File: src/hdl/comp_pkg.sv
// ~~~~~~~~~~~~~~~~~~~~~~~~~~~~~~~~~~~~~~~~
// Shared types and register map of the compression unit
// ~~~~~~~~~~~~~~~~~~~~~~~~~~~~~~~~~~~~~~~~
package comp_pkg;

    typedef enum logic [1:0] {
        mode_rle      = 2'd0,
        mode_dict     = 2'd1,
        mode_short    = 2'd2,
        mode_scramble = 2'd3
    } comp_mode_e;

    // Bus block to encoder
    typedef struct packed {
        logic       clear;  // Drop done and overflow
        comp_mode_e mode;
        logic       start;  // One cycle
    } comp_cmd_t;

    // Encoder to bus block
    typedef struct packed {
        logic       busy;
        logic       done;
        logic       overflow;
        logic [5:0] out_len;  // 0 to 32
    } comp_status_t;

    typedef struct packed {
        logic       en;
        logic [4:0] addr;
        logic [7:0] data;
    } buf_wr_t;

    localparam logic [7:0] reg_ctrl    = 8'h00;  // Mode in 1:0, start in 7
    localparam logic [7:0] reg_status  = 8'h01;
    localparam logic [7:0] reg_in_len  = 8'h02;
    localparam logic [7:0] reg_out_len = 8'h03;
    localparam logic [7:0] reg_data_in = 8'h04;
    localparam logic [7:0] reg_clear   = 8'h05;
    localparam logic [7:0] out_base    = 8'h40;  // Output bytes at 0x40 to 0x5F

endpackage

File: src/hdl/comp_buffer.sv
// ~~~~~~~~~~~~~~~~~~~~~~~~~~~~~~~~~~~~~~~~
// Byte store for input and output blocks, registered write, async read
// ~~~~~~~~~~~~~~~~~~~~~~~~~~~~~~~~~~~~~~~~
`timescale 1ns/1ns

module comp_buffer
    import comp_pkg::*;
#(
    parameter int BUF_DEPTH = 32
) (
    input  logic       clk,
    input  buf_wr_t    wr,
    input  logic [4:0] rd_idx,
    output logic [7:0] rd_data
);

    // Contents only meaningful below the matching length
    logic [7:0] mem [BUF_DEPTH];

    always_ff @(posedge clk) begin
        if (wr.en) begin
            mem[wr.addr] <= wr.data;
        end
    end

    assign rd_data = mem[rd_idx];

endmodule

File: src/hdl/lz_dictionary.sv
// ~~~~~~~~~~~~~~~~~~~~~~~~~~~~~~~~~~~~~~~~
// Literal dictionary for the LZ mode, parallel search, round-robin fill
// ~~~~~~~~~~~~~~~~~~~~~~~~~~~~~~~~~~~~~~~~
`timescale 1ns/1ns

module lz_dictionary #(
    parameter int DICT_DEPTH = 16
) (
    input  logic                          clk,
    input  logic                          rst,
    input  logic                          clear,
    input  logic [7:0]                    lookup,
    output logic                          hit,
    output logic [$clog2(DICT_DEPTH)-1:0] hit_idx,
    input  logic                          insert,
    input  logic [7:0]                    insert_byte
);

    localparam int IDX_W = $clog2(DICT_DEPTH);

    logic [7:0]            entry [DICT_DEPTH];
    logic [DICT_DEPTH-1:0] valid;
    logic [IDX_W-1:0]      wr_ptr;

    // Walk downwards so the lowest matching index wins
    always_comb begin
        hit     = 1'b0;
        hit_idx = '0;
        for (int i = DICT_DEPTH - 1; i >= 0; i--) begin
            if (valid[i] && entry[i] == lookup) begin
                hit     = 1'b1;
                hit_idx = IDX_W'(i);
            end
        end
    end

    always_ff @(posedge clk or posedge rst) begin
        if (rst) begin
            valid  <= '0;
            wr_ptr <= '0;
        end else if (clear) begin
            valid  <= '0;
            wr_ptr <= '0;
        end else if (insert) begin
            valid[wr_ptr] <= 1'b1;
            wr_ptr        <= (wr_ptr == IDX_W'(DICT_DEPTH - 1)) ? '0 : wr_ptr + 1'b1;
        end
    end

    always_ff @(posedge clk) begin
        if (insert && !clear) begin
            entry[wr_ptr] <= insert_byte;
        end
    end

endmodule

File: src/hdl/comp_encoder.sv
// ~~~~~~~~~~~~~~~~~~~~~~~~~~~~~~~~~~~~~~~~
// Block encoder, walks the input buffer and fills the output buffer
// ~~~~~~~~~~~~~~~~~~~~~~~~~~~~~~~~~~~~~~~~
`timescale 1ns/1ns

module comp_encoder
    import comp_pkg::*;
#(
    parameter int          BUF_DEPTH  = 32,
    parameter int          DICT_DEPTH = 16,
    parameter logic [55:0] PATTERN    = 56'h123456789ABCDE
) (
    input  logic                          clk,
    input  logic                          rst,
    input  comp_cmd_t                     cmd,
    input  logic [5:0]                    in_len,
    output logic [4:0]                    rd_idx,
    input  logic [7:0]                    rd_byte,
    output buf_wr_t                       out_wr,
    output logic                          dict_clear,
    output logic [7:0]                    dict_lookup,
    input  logic                          dict_hit,
    input  logic [$clog2(DICT_DEPTH)-1:0] dict_idx,
    output logic                          dict_insert,
    output logic [7:0]                    dict_byte,
    output comp_status_t                  status
);

    comp_mode_e  mode;
    logic        busy;
    logic        done;
    logic        overflow;
    logic [5:0]  rd_ptr;
    logic [5:0]  wr_ptr;
    logic        pend_valid;  // Second byte of a pair waits here
    logic [7:0]  pend_byte;
    logic        run_active;
    logic [7:0]  run_byte;
    logic [3:0]  run_len;
    logic [55:0] pattern;

    logic        start_ok;
    logic        at_end;
    logic        consume;
    logic        run_cont;
    logic        room;
    logic        rle_two;
    logic [7:0]  rle_first;
    logic        emit;
    logic        emit_two;
    logic [7:0]  byte0;
    logic [7:0]  byte1;

    assign start_ok = cmd.start && !busy;
    assign at_end   = (rd_ptr == in_len);
    assign consume  = busy && !pend_valid && !at_end;
    assign run_cont = run_active && rd_byte == run_byte && run_len != 4'd15;
    assign room     = wr_ptr < 6'(BUF_DEPTH);

    // A finished run is count then byte, or the byte alone
    assign rle_two   = run_len > 4'd1;
    assign rle_first = rle_two ? {4'h0, run_len} : run_byte;

    always_comb begin
        emit     = 1'b0;
        emit_two = 1'b0;
        byte0    = 8'h00;
        byte1    = 8'h00;
        if (busy) begin
            if (pend_valid) begin
                emit  = 1'b1;
                byte0 = pend_byte;
            end else if (!at_end) begin
                case (mode)
                    mode_rle: begin
                        if (run_active && !run_cont) begin  // Close previous run
                            emit     = 1'b1;
                            emit_two = rle_two;
                            byte0    = rle_first;
                            byte1    = run_byte;
                        end
                    end
                    mode_dict: begin
                        emit = 1'b1;
                        if (dict_hit) begin
                            emit_two = 1'b1;
                            byte0    = 8'(dict_idx);
                            byte1    = 8'h01;  // Match length is always one
                        end else begin
                            byte0 = rd_byte;
                        end
                    end
                    mode_short: begin
                        emit  = 1'b1;
                        byte0 = (rd_byte[7:4] == 4'h0) ? {4'h1, rd_byte[3:0]} : rd_byte;
                    end
                    default: begin
                        emit  = 1'b1;
                        byte0 = rd_byte ^ pattern[7:0];
                    end
                endcase
            end else if (run_active) begin
                // Flush the last run
                emit     = 1'b1;
                emit_two = rle_two;
                byte0    = rle_first;
                byte1    = run_byte;
            end
        end
    end

    always_ff @(posedge clk or posedge rst) begin
        if (rst) begin
            mode       <= mode_rle;
            busy       <= 1'b0;
            done       <= 1'b0;
            overflow   <= 1'b0;
            rd_ptr     <= 6'd0;
            wr_ptr     <= 6'd0;
            pend_valid <= 1'b0;
            run_active <= 1'b0;
            run_len    <= 4'd0;
            pattern    <= PATTERN;
        end else if (start_ok) begin
            mode       <= cmd.mode;
            busy       <= 1'b1;
            done       <= 1'b0;
            overflow   <= 1'b0;
            rd_ptr     <= 6'd0;
            wr_ptr     <= 6'd0;
            pend_valid <= 1'b0;
            run_active <= 1'b0;
            run_len    <= 4'd0;
            pattern    <= PATTERN;
        end else if (busy) begin
            if (emit) begin
                if (room) begin
                    wr_ptr <= wr_ptr + 6'd1;
                end else begin
                    overflow <= 1'b1;  // Byte dropped
                end
            end
            pend_valid <= emit_two;
            if (consume) begin
                rd_ptr <= rd_ptr + 6'd1;
                if (mode == mode_scramble) begin
                    pattern <= {pattern[54:0], pattern[55]};
                end
                if (mode == mode_rle) begin
                    run_active <= 1'b1;
                    run_len    <= run_cont ? run_len + 4'd1 : 4'd1;
                end
            end else if (!pend_valid && at_end) begin
                if (run_active) begin
                    run_active <= 1'b0;
                end else begin
                    busy <= 1'b0;
                    done <= 1'b1;
                end
            end
        end else if (cmd.clear) begin
            done     <= 1'b0;
            overflow <= 1'b0;
        end
    end

    always_ff @(posedge clk) begin
        if (emit_two) begin
            pend_byte <= byte1;
        end
        if (consume && mode == mode_rle && !run_cont) begin
            run_byte <= rd_byte;  // New run starts
        end
    end

    assign rd_idx      = rd_ptr[4:0];
    assign out_wr      = '{en: emit && room, addr: wr_ptr[4:0], data: byte0};
    assign dict_clear  = start_ok;
    assign dict_lookup = rd_byte;
    assign dict_insert = consume && mode == mode_dict && !dict_hit;
    assign dict_byte   = rd_byte;
    assign status      = '{busy: busy, done: done, overflow: overflow, out_len: wr_ptr};

endmodule

File: src/hdl/comp_wb_regs.sv
// ~~~~~~~~~~~~~~~~~~~~~~~~~~~~~~~~~~~~~~~~
// Wishbone classic slave, register map and buffer access of the unit
// ~~~~~~~~~~~~~~~~~~~~~~~~~~~~~~~~~~~~~~~~
`timescale 1ns/1ns

module comp_wb_regs
    import comp_pkg::*;
#(
    parameter int BUF_DEPTH = 32
) (
    input  logic         clk,
    input  logic         rst,
    input  logic         cyc,
    input  logic         stb,
    input  logic         we,
    input  logic [7:0]   adr,
    input  logic [7:0]   dat_w,
    output logic [7:0]   dat_r,
    output logic         ack,
    output buf_wr_t      in_wr,
    output logic [5:0]   in_len,
    output logic [4:0]   out_idx,
    input  logic [7:0]   out_byte,
    output comp_cmd_t    cmd,
    input  comp_status_t status
);

    logic       access;  // First cycle of a bus access
    logic       wr_acc;
    logic       in_room;
    logic [7:0] rd_mux;
    comp_mode_e mode_q;
    logic       start_q;
    logic       clear_q;

    assign access  = cyc && stb && !ack;
    assign wr_acc  = access && we;
    assign in_room = in_len < 6'(BUF_DEPTH);
    assign out_idx = adr[4:0];

    // Input bytes land at the current length
    assign in_wr = '{en:   wr_acc && adr == reg_data_in && !status.busy && in_room,
                     addr: in_len[4:0],
                     data: dat_w};

    assign cmd = '{clear: clear_q, mode: mode_q, start: start_q};

    always_comb begin
        rd_mux = 8'h00;
        case (adr)
            reg_status:  rd_mux = {5'b0, status.overflow, status.done, status.busy};
            reg_in_len:  rd_mux = {2'b0, in_len};
            reg_out_len: rd_mux = {2'b0, status.out_len};
            default: begin
                if (adr[7:5] == out_base[7:5] && {1'b0, adr[4:0]} < status.out_len) begin
                    rd_mux = out_byte;
                end
            end
        endcase
    end

    always_ff @(posedge clk or posedge rst) begin
        if (rst) begin
            ack     <= 1'b0;
            dat_r   <= 8'h00;
            in_len  <= 6'd0;
            mode_q  <= mode_rle;
            start_q <= 1'b0;
            clear_q <= 1'b0;
        end else begin
            ack     <= access;
            start_q <= 1'b0;
            clear_q <= 1'b0;
            if (access && !we) begin
                dat_r <= rd_mux;
            end
            if (in_wr.en) begin
                in_len <= in_len + 6'd1;
            end
            if (wr_acc && !status.busy) begin  // Control writes ignored while running
                if (adr == reg_ctrl) begin
                    mode_q  <= comp_mode_e'(dat_w[1:0]);
                    start_q <= dat_w[7];
                end
                if (adr == reg_clear) begin
                    in_len  <= 6'd0;
                    clear_q <= 1'b1;
                end
            end
        end
    end

endmodule

File: src/hdl/comp_unit.sv
// ~~~~~~~~~~~~~~~~~~~~~~~~~~~~~~~~~~~~~~~~
// Compression unit top level, Wishbone classic 8-bit slave
// ~~~~~~~~~~~~~~~~~~~~~~~~~~~~~~~~~~~~~~~~
`timescale 1ns/1ns

module comp_unit
    import comp_pkg::*;
(
    input  logic       clk,
    input  logic       rst,
    input  logic       cyc,
    input  logic       stb,
    input  logic       we,
    input  logic [7:0] adr,
    input  logic [7:0] dat_w,
    output logic [7:0] dat_r,
    output logic       ack
);

    localparam int          BUF_DEPTH  = 32;
    localparam int          DICT_DEPTH = 16;
    localparam logic [55:0] PATTERN    = 56'h123456789ABCDE;

    buf_wr_t      in_wr;
    buf_wr_t      out_wr;
    logic [5:0]   in_len;
    logic [4:0]   out_idx;
    logic [7:0]   out_byte;
    logic [4:0]   rd_idx;
    logic [7:0]   rd_byte;
    comp_cmd_t    cmd;
    comp_status_t status;

    logic                          dict_clear;
    logic [7:0]                    dict_lookup;
    logic                          dict_hit;
    logic [$clog2(DICT_DEPTH)-1:0] dict_idx;
    logic                          dict_insert;
    logic [7:0]                    dict_byte;

    comp_wb_regs #(.BUF_DEPTH(BUF_DEPTH)) regs (
        .clk, .rst, .cyc, .stb, .we, .adr, .dat_w, .dat_r, .ack,
        .in_wr, .in_len, .out_idx, .out_byte, .cmd, .status
    );

    comp_buffer #(.BUF_DEPTH(BUF_DEPTH)) in_buf (
        .clk, .wr(in_wr), .rd_idx(rd_idx), .rd_data(rd_byte)
    );

    comp_buffer #(.BUF_DEPTH(BUF_DEPTH)) out_buf (
        .clk, .wr(out_wr), .rd_idx(out_idx), .rd_data(out_byte)
    );

    comp_encoder #(
        .BUF_DEPTH(BUF_DEPTH),
        .DICT_DEPTH(DICT_DEPTH),
        .PATTERN(PATTERN)
    ) encoder (
        .clk, .rst, .cmd, .in_len, .rd_idx, .rd_byte, .out_wr,
        .dict_clear, .dict_lookup, .dict_hit, .dict_idx, .dict_insert, .dict_byte,
        .status
    );

    lz_dictionary #(.DICT_DEPTH(DICT_DEPTH)) dict (
        .clk, .rst,
        .clear(dict_clear),
        .lookup(dict_lookup),
        .hit(dict_hit),
        .hit_idx(dict_idx),
        .insert(dict_insert),
        .insert_byte(dict_byte)
    );

endmodule

File: config.mk
export PLATFORM = sky130hd
export DESIGN_NAME = comp_unit
export DESIGN_NICKNAME = d
export VERILOG_FILES = /design/src/hdl/comp_pkg.sv /design/src/hdl/comp_buffer.sv /design/src/hdl/lz_dictionary.sv /design/src/hdl/comp_encoder.sv /design/src/hdl/comp_wb_regs.sv /design/src/hdl/comp_unit.sv
export SDC_FILE = /design/constraint.sdc
export NUM_CORES = 1
export LEC_CHECK = 0
export ABC_AREA = 1
export BUFFER_PORTS_ARGS = -buffer_cell sky130_fd_sc_hd__buf_2
export CAP_MARGIN = 15
export CORE_AREA = 2 2 308 310
export DETAILED_ROUTE_END_ITERATION = 12
export DIE_AREA = 0 0 310 312
export SYNTH_ARGS = -nofsm -noshare
export SYNTH_HDL_FRONTEND = slang
export SYNTH_SLANG_ARGS = --single-unit
File: constraint.sdc
create_clock -name clk -period 12.5 [get_ports clk]
set_input_delay 1.25 -clock clk [delete_from_list [all_inputs] [get_ports clk]]
set_output_delay 1.25 -clock clk [all_outputs]
set_load 0.005 [all_outputs]
==> results.py, run 1 <==
metrics = {
    "synthesis": {
        "synth-xor-area-share_pct": 1.535,
        "ys.flop_type": "edfxtp_1",
        "synthSimpleGateAreaFrac_pct": 14.72,
        "yosys_warnings": 0,
        "ys_seq_elements": 774,
        "syn_avg_cell_area_um2": 11.75,
        "synth_edf_count": 656,
        "synth_cell_type_count": 64,
        "synth_area_um2": 32510,
        "ys_async_sr_fraction_pct": 15.25,
        "synth_compound_area_share_pct": 8.778,
        "syn_nets": 2807,
        "synth_top_family_by_area": "simple AND/OR/NAND/NOR gates",
        "synthAdderAreaFrac_pct": 0.7696,
        "synthMuxAreaShare_pct": 0.06927,
        "synthCells": 2766,
        "seq_area_frac_synth_pct": 69.78,
    },
    "placement": {
        "place_ws_ns": 5.919,
        "dp_hpwl_um": 48110,
        "placed_cell_area_um2": 33850,
        "io_buffer_count": 29,
        "place_congestion": 0.8878,
    },
    "sta": {
        "worst_pin_slew_ns": 1.127,
        "slew_headroom_pct": 24.81,
        "max_freq_mhz": 155.7,
        "setup_ws_ns": 6.077,
        "rsz0062_at_grt": "no",
        "finalSetupTns_ns": 0,
        "drv_slew": 0,
        "fin_skew_ns": 0.02448,
        "setup_viol": 0,
        "finalHoldViolations": 0,
        "final.period_utilization_pct": 51.39,
        "post-route-min-period_ns": 6.423,
    },
    "pwr": {
        "ir_drop_mv": 0.1095,
        "power_density_nw_per_um2": 155.7,
        "leakage_nw": 12.50,
    },
    "layout": {
        "fin_area_um2": 36390,
        "syn_to_final_growth_pct": 11.93,
        "final_cell_mix": "edfxtp_1, nand2_1, nor2_1, nand3_1, inv_1",
        "num-nets-final": 2830,
        "diodes": 0,
        "final_common_cell": "edfxtp_1",
        "drive_gt1_share_pct": 9.435,
        "n_fill_cell": 8830,
    },
    "floorplanning": {
        "io_pins": 30,
        "initial_core_util_pct": 34.94,
        "die_y_um": 312,
        "std_cell_rows": 112,
        "core_area_um2": 93050,
        "die_area_um2": 96720,
        "die_width_um": 310,
    },
    "setup_path": {
        "cp.required_ns": 12.75,
        "cp-end-kind": "register",
        "worstSetupStartpointType": "register",
        "crit_arrival_ns": 6.68,
        "path_class": "register to register",
        "crit_fanout": 88,
        "regToRegSetupSlack_ns": 6.08,
    },
    "clock_tree": {
        "cts_htree_levels": 3,
        "cts_tree": "built",
        "cts_resized": 0,
        "cts_max_path_buffers": 3,
        "post-cts-setup-buffers": 0,
        "clock_sinks": 774,
        "clock_latency_ns": 0.63,
        "cts_hold_buffers": 0,
        "root_buffer": "clkbuf_16",
        "cts_buffers": 77,
        "clk_pin_slew_ns": 0.06,
    },
    "drt": {
        "num_vias": 20930,
        "avgRoutedWirePerCell_um": 19.40,
        "dr.first_iter.drc_count": 1896,
        "drc": 0,
        "antenna_left": 0,
        "firstDrtPassIters": 6,
        "avgViaCountPerCell": 5.098,
        "wirelength_um": 79640,
    },
    "outcome": {
        "status": "finished clean",
    },
    "global_route": {
        "grt_pass1_wl_um": 123400,
        "grt_max_degree": 89,
        "grt_remaining_overflow": 0,
        "grt_pass1_vias": 20430,
        "grt_antenna_before_repair": 1,
        "grt_usage_pct": 16.49,
    },
    "run": {
        "cap_violations": 0,
    },
    "worst_hold_path": {
        "hp-class": "register to register",
    },
}
## Yosys cell counts (7+ instances only)
cell type / number / area [um^2]
xnor2_1: 39 / 341.6
nand2_2: 10 / 62.56
nand2_4: 7 / 78.83
dfrtp_1: 90 / 2252
o311ai_0: 8 / 70.07
buf_2: 29 / 145.1
o21ai_0: 122 / 610.6
o22ai_1: 137 / 857.1
nor3_1: 45 / 225.2
inv_1: 183 / 686.9
ha_1: 20 / 250.2
nand2_1: 558 / 2095
a31oi_1: 12 / 75.07
a221oi_1: 9 / 78.83
dfstp_2: 28 / 735.7
o22a_1: 7 / 61.31
buf_6: 17 / 191.4
buf_4: 17 / 127.6
a211oi_1: 9 / 67.56
a21oi_1: 77 / 385.4
nand3_1: 183 / 915.9
xor2_1: 18 / 157.7
a22oi_1: 26 / 195.2
nand4_1: 14 / 87.58
buf_1: 9 / 33.78
o21ai_1: 28 / 140.1
edfxtp_1: 656 / 19700
nor2_1: 276 / 1036
clkbuf_1: 46 / 172.7
## routing by layer
layer,up-vias,track usage [%],share of wire (%)
li1,9867,-,-
met1,10300,23.19,45
met2,645,26.56,47
met3,113,1.899,5.7
met4,0,5.534,2.5
met5,-,0,0
## state kept, by name, indices dropped and copies added, names as in the netlist, 2 cells and up
signal,cells
regs.dat_r,8
dict.valid,16
encoder.run_byte,8
encoder.mode,2
regs.in_len,6
encoder.pend_byte,8
encoder.run_len,4
out_buf.mem,256
regs.mode_q,2
in_buf.mem,256
dict.entry,128
encoder.pattern,56
encoder.wr_ptr,6
encoder.rd_ptr,6
dict.wr_ptr,4
## path summary, 6_finish.rpt
| path | from | end | depth (start not counted) |
|---|---|---|---|
| hold reg to reg | encoder.pattern[28] | encoder.pattern[29] | 2 |
| hold / removal | encoder.pattern[28] | encoder.pattern[29] | 2 |
| setup / recovery | encoder.rd_ptr[0] | out_buf.mem[19][1] | 22 |
| min in group asynchronous | rst | encoder.pattern[31] | 2 |
| max in group asynchronous | rst | encoder.rd_ptr[0] | 3 |
| setup reg to reg | encoder.rd_ptr[0] | out_buf.mem[19][1] | 22 |
## final cells by class
class,instances,area (um^2),share of cell area [%]
clock buffer,95,2039,5.604
clock inverter,46,490.5,1.348
tap,1254,1569,4.311
timing repair buffer,63,407.9,1.121
multi-input combinational,1679,8457,23.24
inverter,194,738.2,2.028
sequential,774,22690,62.35
## worst max-delay path, stage by stage (launching register included)
cell and delay, ns:
dfrtp_4 0.73, inv_4 0.45, buf_4 0.76, nand2_1 0.11, nand3_1 0.11, a21oi_1 0.08, nor2_1 0.33, nand2_1 0.20
nand2_4 0.36, inv_1 0.48, o22ai_1 0.25, a21oi_1 0.06, inv_1 0.08, nor4_2 0.05, nor2_1 0.21, nand2_1 0.13
nor2_2 0.16, nand3_2 0.17, nand2_4 0.16, nand2_1 0.06, o211ai_1 0.09, o21ai_1 0.07, inv_1 0.81
## kinds of logic after synthesis
kind of cell,count (synthesis)
xor gates and xnor gates,57
buffers and inverters,313
and+or+nand+nor,1128
muxes,2
DFF,774
adders and majority gates,20
AOI/OAI and AO/OA,472
## per-stage QoR
stage	util, %	hold WS (ns)	std cells	power [W]
after CTS	39.10	0.4738	4104	0.005717
after global routing	39.11	0.4924	4105	0.005868
after floorplan	-	0.4435	2766	0.003260
after global placement	36.38	0.4533	3963	0.003401
after detailed placement	36.38	0.4635	3963	0.003405
final	39.11	0.4762	4105	0.005668
## report_power, final
group / internal, W / switching (W) / total (W)
Clock: 0.00134 / 0.000982 / 0.00232
Combinational: 0.000128 / 0.000366 / 0.000495
Sequential: 0.00282 / 0.0000304 / 0.00285
Total: 0.00429 / 0.00138 / 0.00567
Note: power is estimated with default switching activity, not from simulation.
==> inputs of run 2 (changes only) <==
==> constraint.sdc (replaced) <==
create_clock -name clk -period 5.84 [get_ports clk]
set_input_delay 0.584 -clock clk [delete_from_list [all_inputs] [get_ports clk]]
set_output_delay 0.584 -clock clk [all_outputs]
set_load 0.005 [all_outputs]
==> run 2 against run 1 <==
Compared with the run above:
- non-clock buffer count rose by 43
- register-to-register slack worse by 5.4 ns
- core utilization rose by 0.60 points
- die area stayed put
- flip-flop and latch count is the same
==> results.py, run 2 (same netlist as run 1, synthesis figures left out) <==
metrics = {
    "layout": {
        "n_fill_cell": 8903,
        "final_cell_mix": "edfxtp_1, nand2_1, nor2_1, nand3_1, inv_1",
        "num-nets-final": 2878,
        "final_common_cell": "edfxtp_1",
        "drive_gt1_share_pct": 11.18,
        "diodes": 0,
        "syn_to_final_growth_pct": 13.64,
        "fin_area_um2": 36950,
        "utilization_pct": 39.71,
        "reg.largest.list": "in_buf.mem: 256 flops, out_buf.mem: 256 flops, dict.entry: 128 flops",
    },
    "global_route": {
        "grt_pass1_wl_um": 128200,
        "grt_pass1_vias": 20770,
        "grt_remaining_overflow": 0,
        "grt_max_degree": 138,
        "grt_antenna_before_repair": 0,
        "grt_usage_pct": 17.23,
    },
    "placement": {
        "placed_cell_area_um2": 34200,
        "dp_hpwl_um": 49850,
        "place_congestion": 0.8740,
        "place_ws_ns": 0.6891,
        "io_buffer_count": 29,
    },
    "sta": {
        "post-route-min-period_ns": 5.198,
        "slew_headroom_pct": 31.08,
        "worst_pin_slew_ns": 1.030,
        "final.period_utilization_pct": 89.00,
        "rsz0062_at_grt": "no",
        "finalHoldViolations": 0,
        "finalSetupTns_ns": 0,
        "max_freq_mhz": 192.4,
        "setup_viol": 0,
        "setup_ws_ns": 0.6421,
        "drv_slew": 0,
        "fin_skew_ns": 0.04208,
    },
    "floorplanning": {
        "initial_core_util_pct": 34.94,
        "io_pins": 30,
        "die_y_um": 312,
        "std_cell_rows": 112,
        "core_area_um2": 93050,
        "die_width_um": 310,
        "die_area_um2": 96720,
    },
    "drt": {
        "num_vias": 21390,
        "wl_met2_um": 39550,
        "wirelength_met1_um": 36850,
        "avgViaCountPerCell": 5.151,
        "route.met3.wl_um": 5268,
        "dr.first_iter.drc_count": 2138,
        "antenna_left": 0,
        "avgRoutedWirePerCell_um": 20.13,
        "top_layer": "met4",
        "drc": 0,
        "wirelength_um": 83620,
        "firstDrtPassIters": 5,
    },
    "setup_path": {
        "slowest_delay_ns": 0.51,
        "path_class": "register to register",
        "crit_fanout": 61,
        "cp-end-kind": "register",
        "rr_worst_depth": 23,
        "crit_slowest_cell": "inv_4",
        "worstSetupStartpointType": "register",
        "worstPathCellList": "inv_4 -> buf_4 -> nand2_1 -> nand3_1 -> nand3_1 -> nand2_1 -> nor2_1 -> nand2_1 -> nand2_4 -> inv_2 -> buf_4 -> nor2_1 -> a211oi_1 -> nand3_1 -> or2_1 -> nand3b_4 -> nor2_2 -> nand2_1 -> nand2_2 -> nor3_1 -> o21ai_1 -> a21oi_2 -> buf_4",
        "crit_arrival_ns": 5.60,
        "path_common_cell": "nand2_1",
        "cp.required_ns": 6.25,
    },
    "clock_tree": {
        "clock_sinks": 774,
        "clock_latency_ns": 0.66,
        "cts_max_path_buffers": 3,
        "cts_resized": 0,
        "post-cts-setup-buffers": 0,
        "root_buffer": "clkbuf_16",
        "cts_tree": "built",
        "cts_hold_buffers": 0,
        "cts_buffers": 82,
        "cts_htree_levels": 3,
        "clk_pin_slew_ns": 0.06,
    },
    "pwr": {
        "clockPowerShare_pct": 42.3,
        "p_int_w": 0.009421,
        "ir_drop_mv": 0.1962,
        "p_switching_w": 0.003107,
        "power_density_nw_per_um2": 339.1,
        "seqPwrFrac_pct": 48.5,
        "design_power_total_w": 0.01253,
        "p_sw_share_pct": 24.80,
        "leakage_nw": 12.84,
        "combPwrFrac_pct": 9.2,
    },
    "worst_hold_path": {
        "hp-class": "input pin to asynchronous set/reset pin",
    },
    "outcome": {
        "status": "finished clean",
    },
    "run": {
        "cap_violations": 0,
    },
}
[run 2: cell type report]
type	count	area (um^2)	share of cell area, %
flip-flops and latches	774	22690	61.42
multi-input cells	1679	8454	22.88
well taps	1254	1569	4.247
clock buffers	96	2160	5.845
inverters	194	738.2	1.998
repair buffers	106	748.2	2.025
clock inverters	50	586.8	1.588
[run 2: critical path: cells and delay by family (launching register included)]
family	cells	cell delay [ns]
AO/OA/AOI/OAI	3	0.53
buffers and inverters	5	1.84
flip-flops	1	0.50
AND/OR/NAND/NOR	15	1.98
[run 2: power groups by stage]
stage	Sequential, W	Clock, W	Combinational, W
2_1_floorplan	0.00617	0	0.000808
3_3_place_gp	0.00619	0	0.00115
3_5_place_dp	0.00619	0	0.00116
4_1_cts	0.00607	0.00538	0.00116
5_1_grt	0.00607	0.00559	0.00128
6_report	0.00608	0.00530	0.00116
[run 2: final timing paths]
path,to,start,slack [ns]
min in group clk,regs.ack,stb,0.22
min reg2reg,encoder.mode[1],regs.mode_q[1],0.46
max reg2reg,out_buf.mem[18][2],encoder.rd_ptr[0],0.64
max,out_buf.mem[18][2],encoder.rd_ptr[0],0.64
max in group asynchronous,encoder.rd_ptr[0],rst,4.63
min,dict.valid[8],rst,0.11
[run 2: through the flow]
step | cells | hold slack [ns]
2_1_floorplan | 2766 | 0.4435
3_3_place_gp | 4007 | 0.4549
3_5_place_dp | 4007 | 0.4633
4_1_cts | 4153 | 0.1058
5_1_grt | 4153 | 0.1503
6_report | 4153 | 0.1051
[run 2: per-layer routing]
layer	vias up	global-route usage [%]
met3	131	2.523
met1	10570	24.29
met5	-	0
met2	732	27.62
met4	0	5.072
li1	9960	-
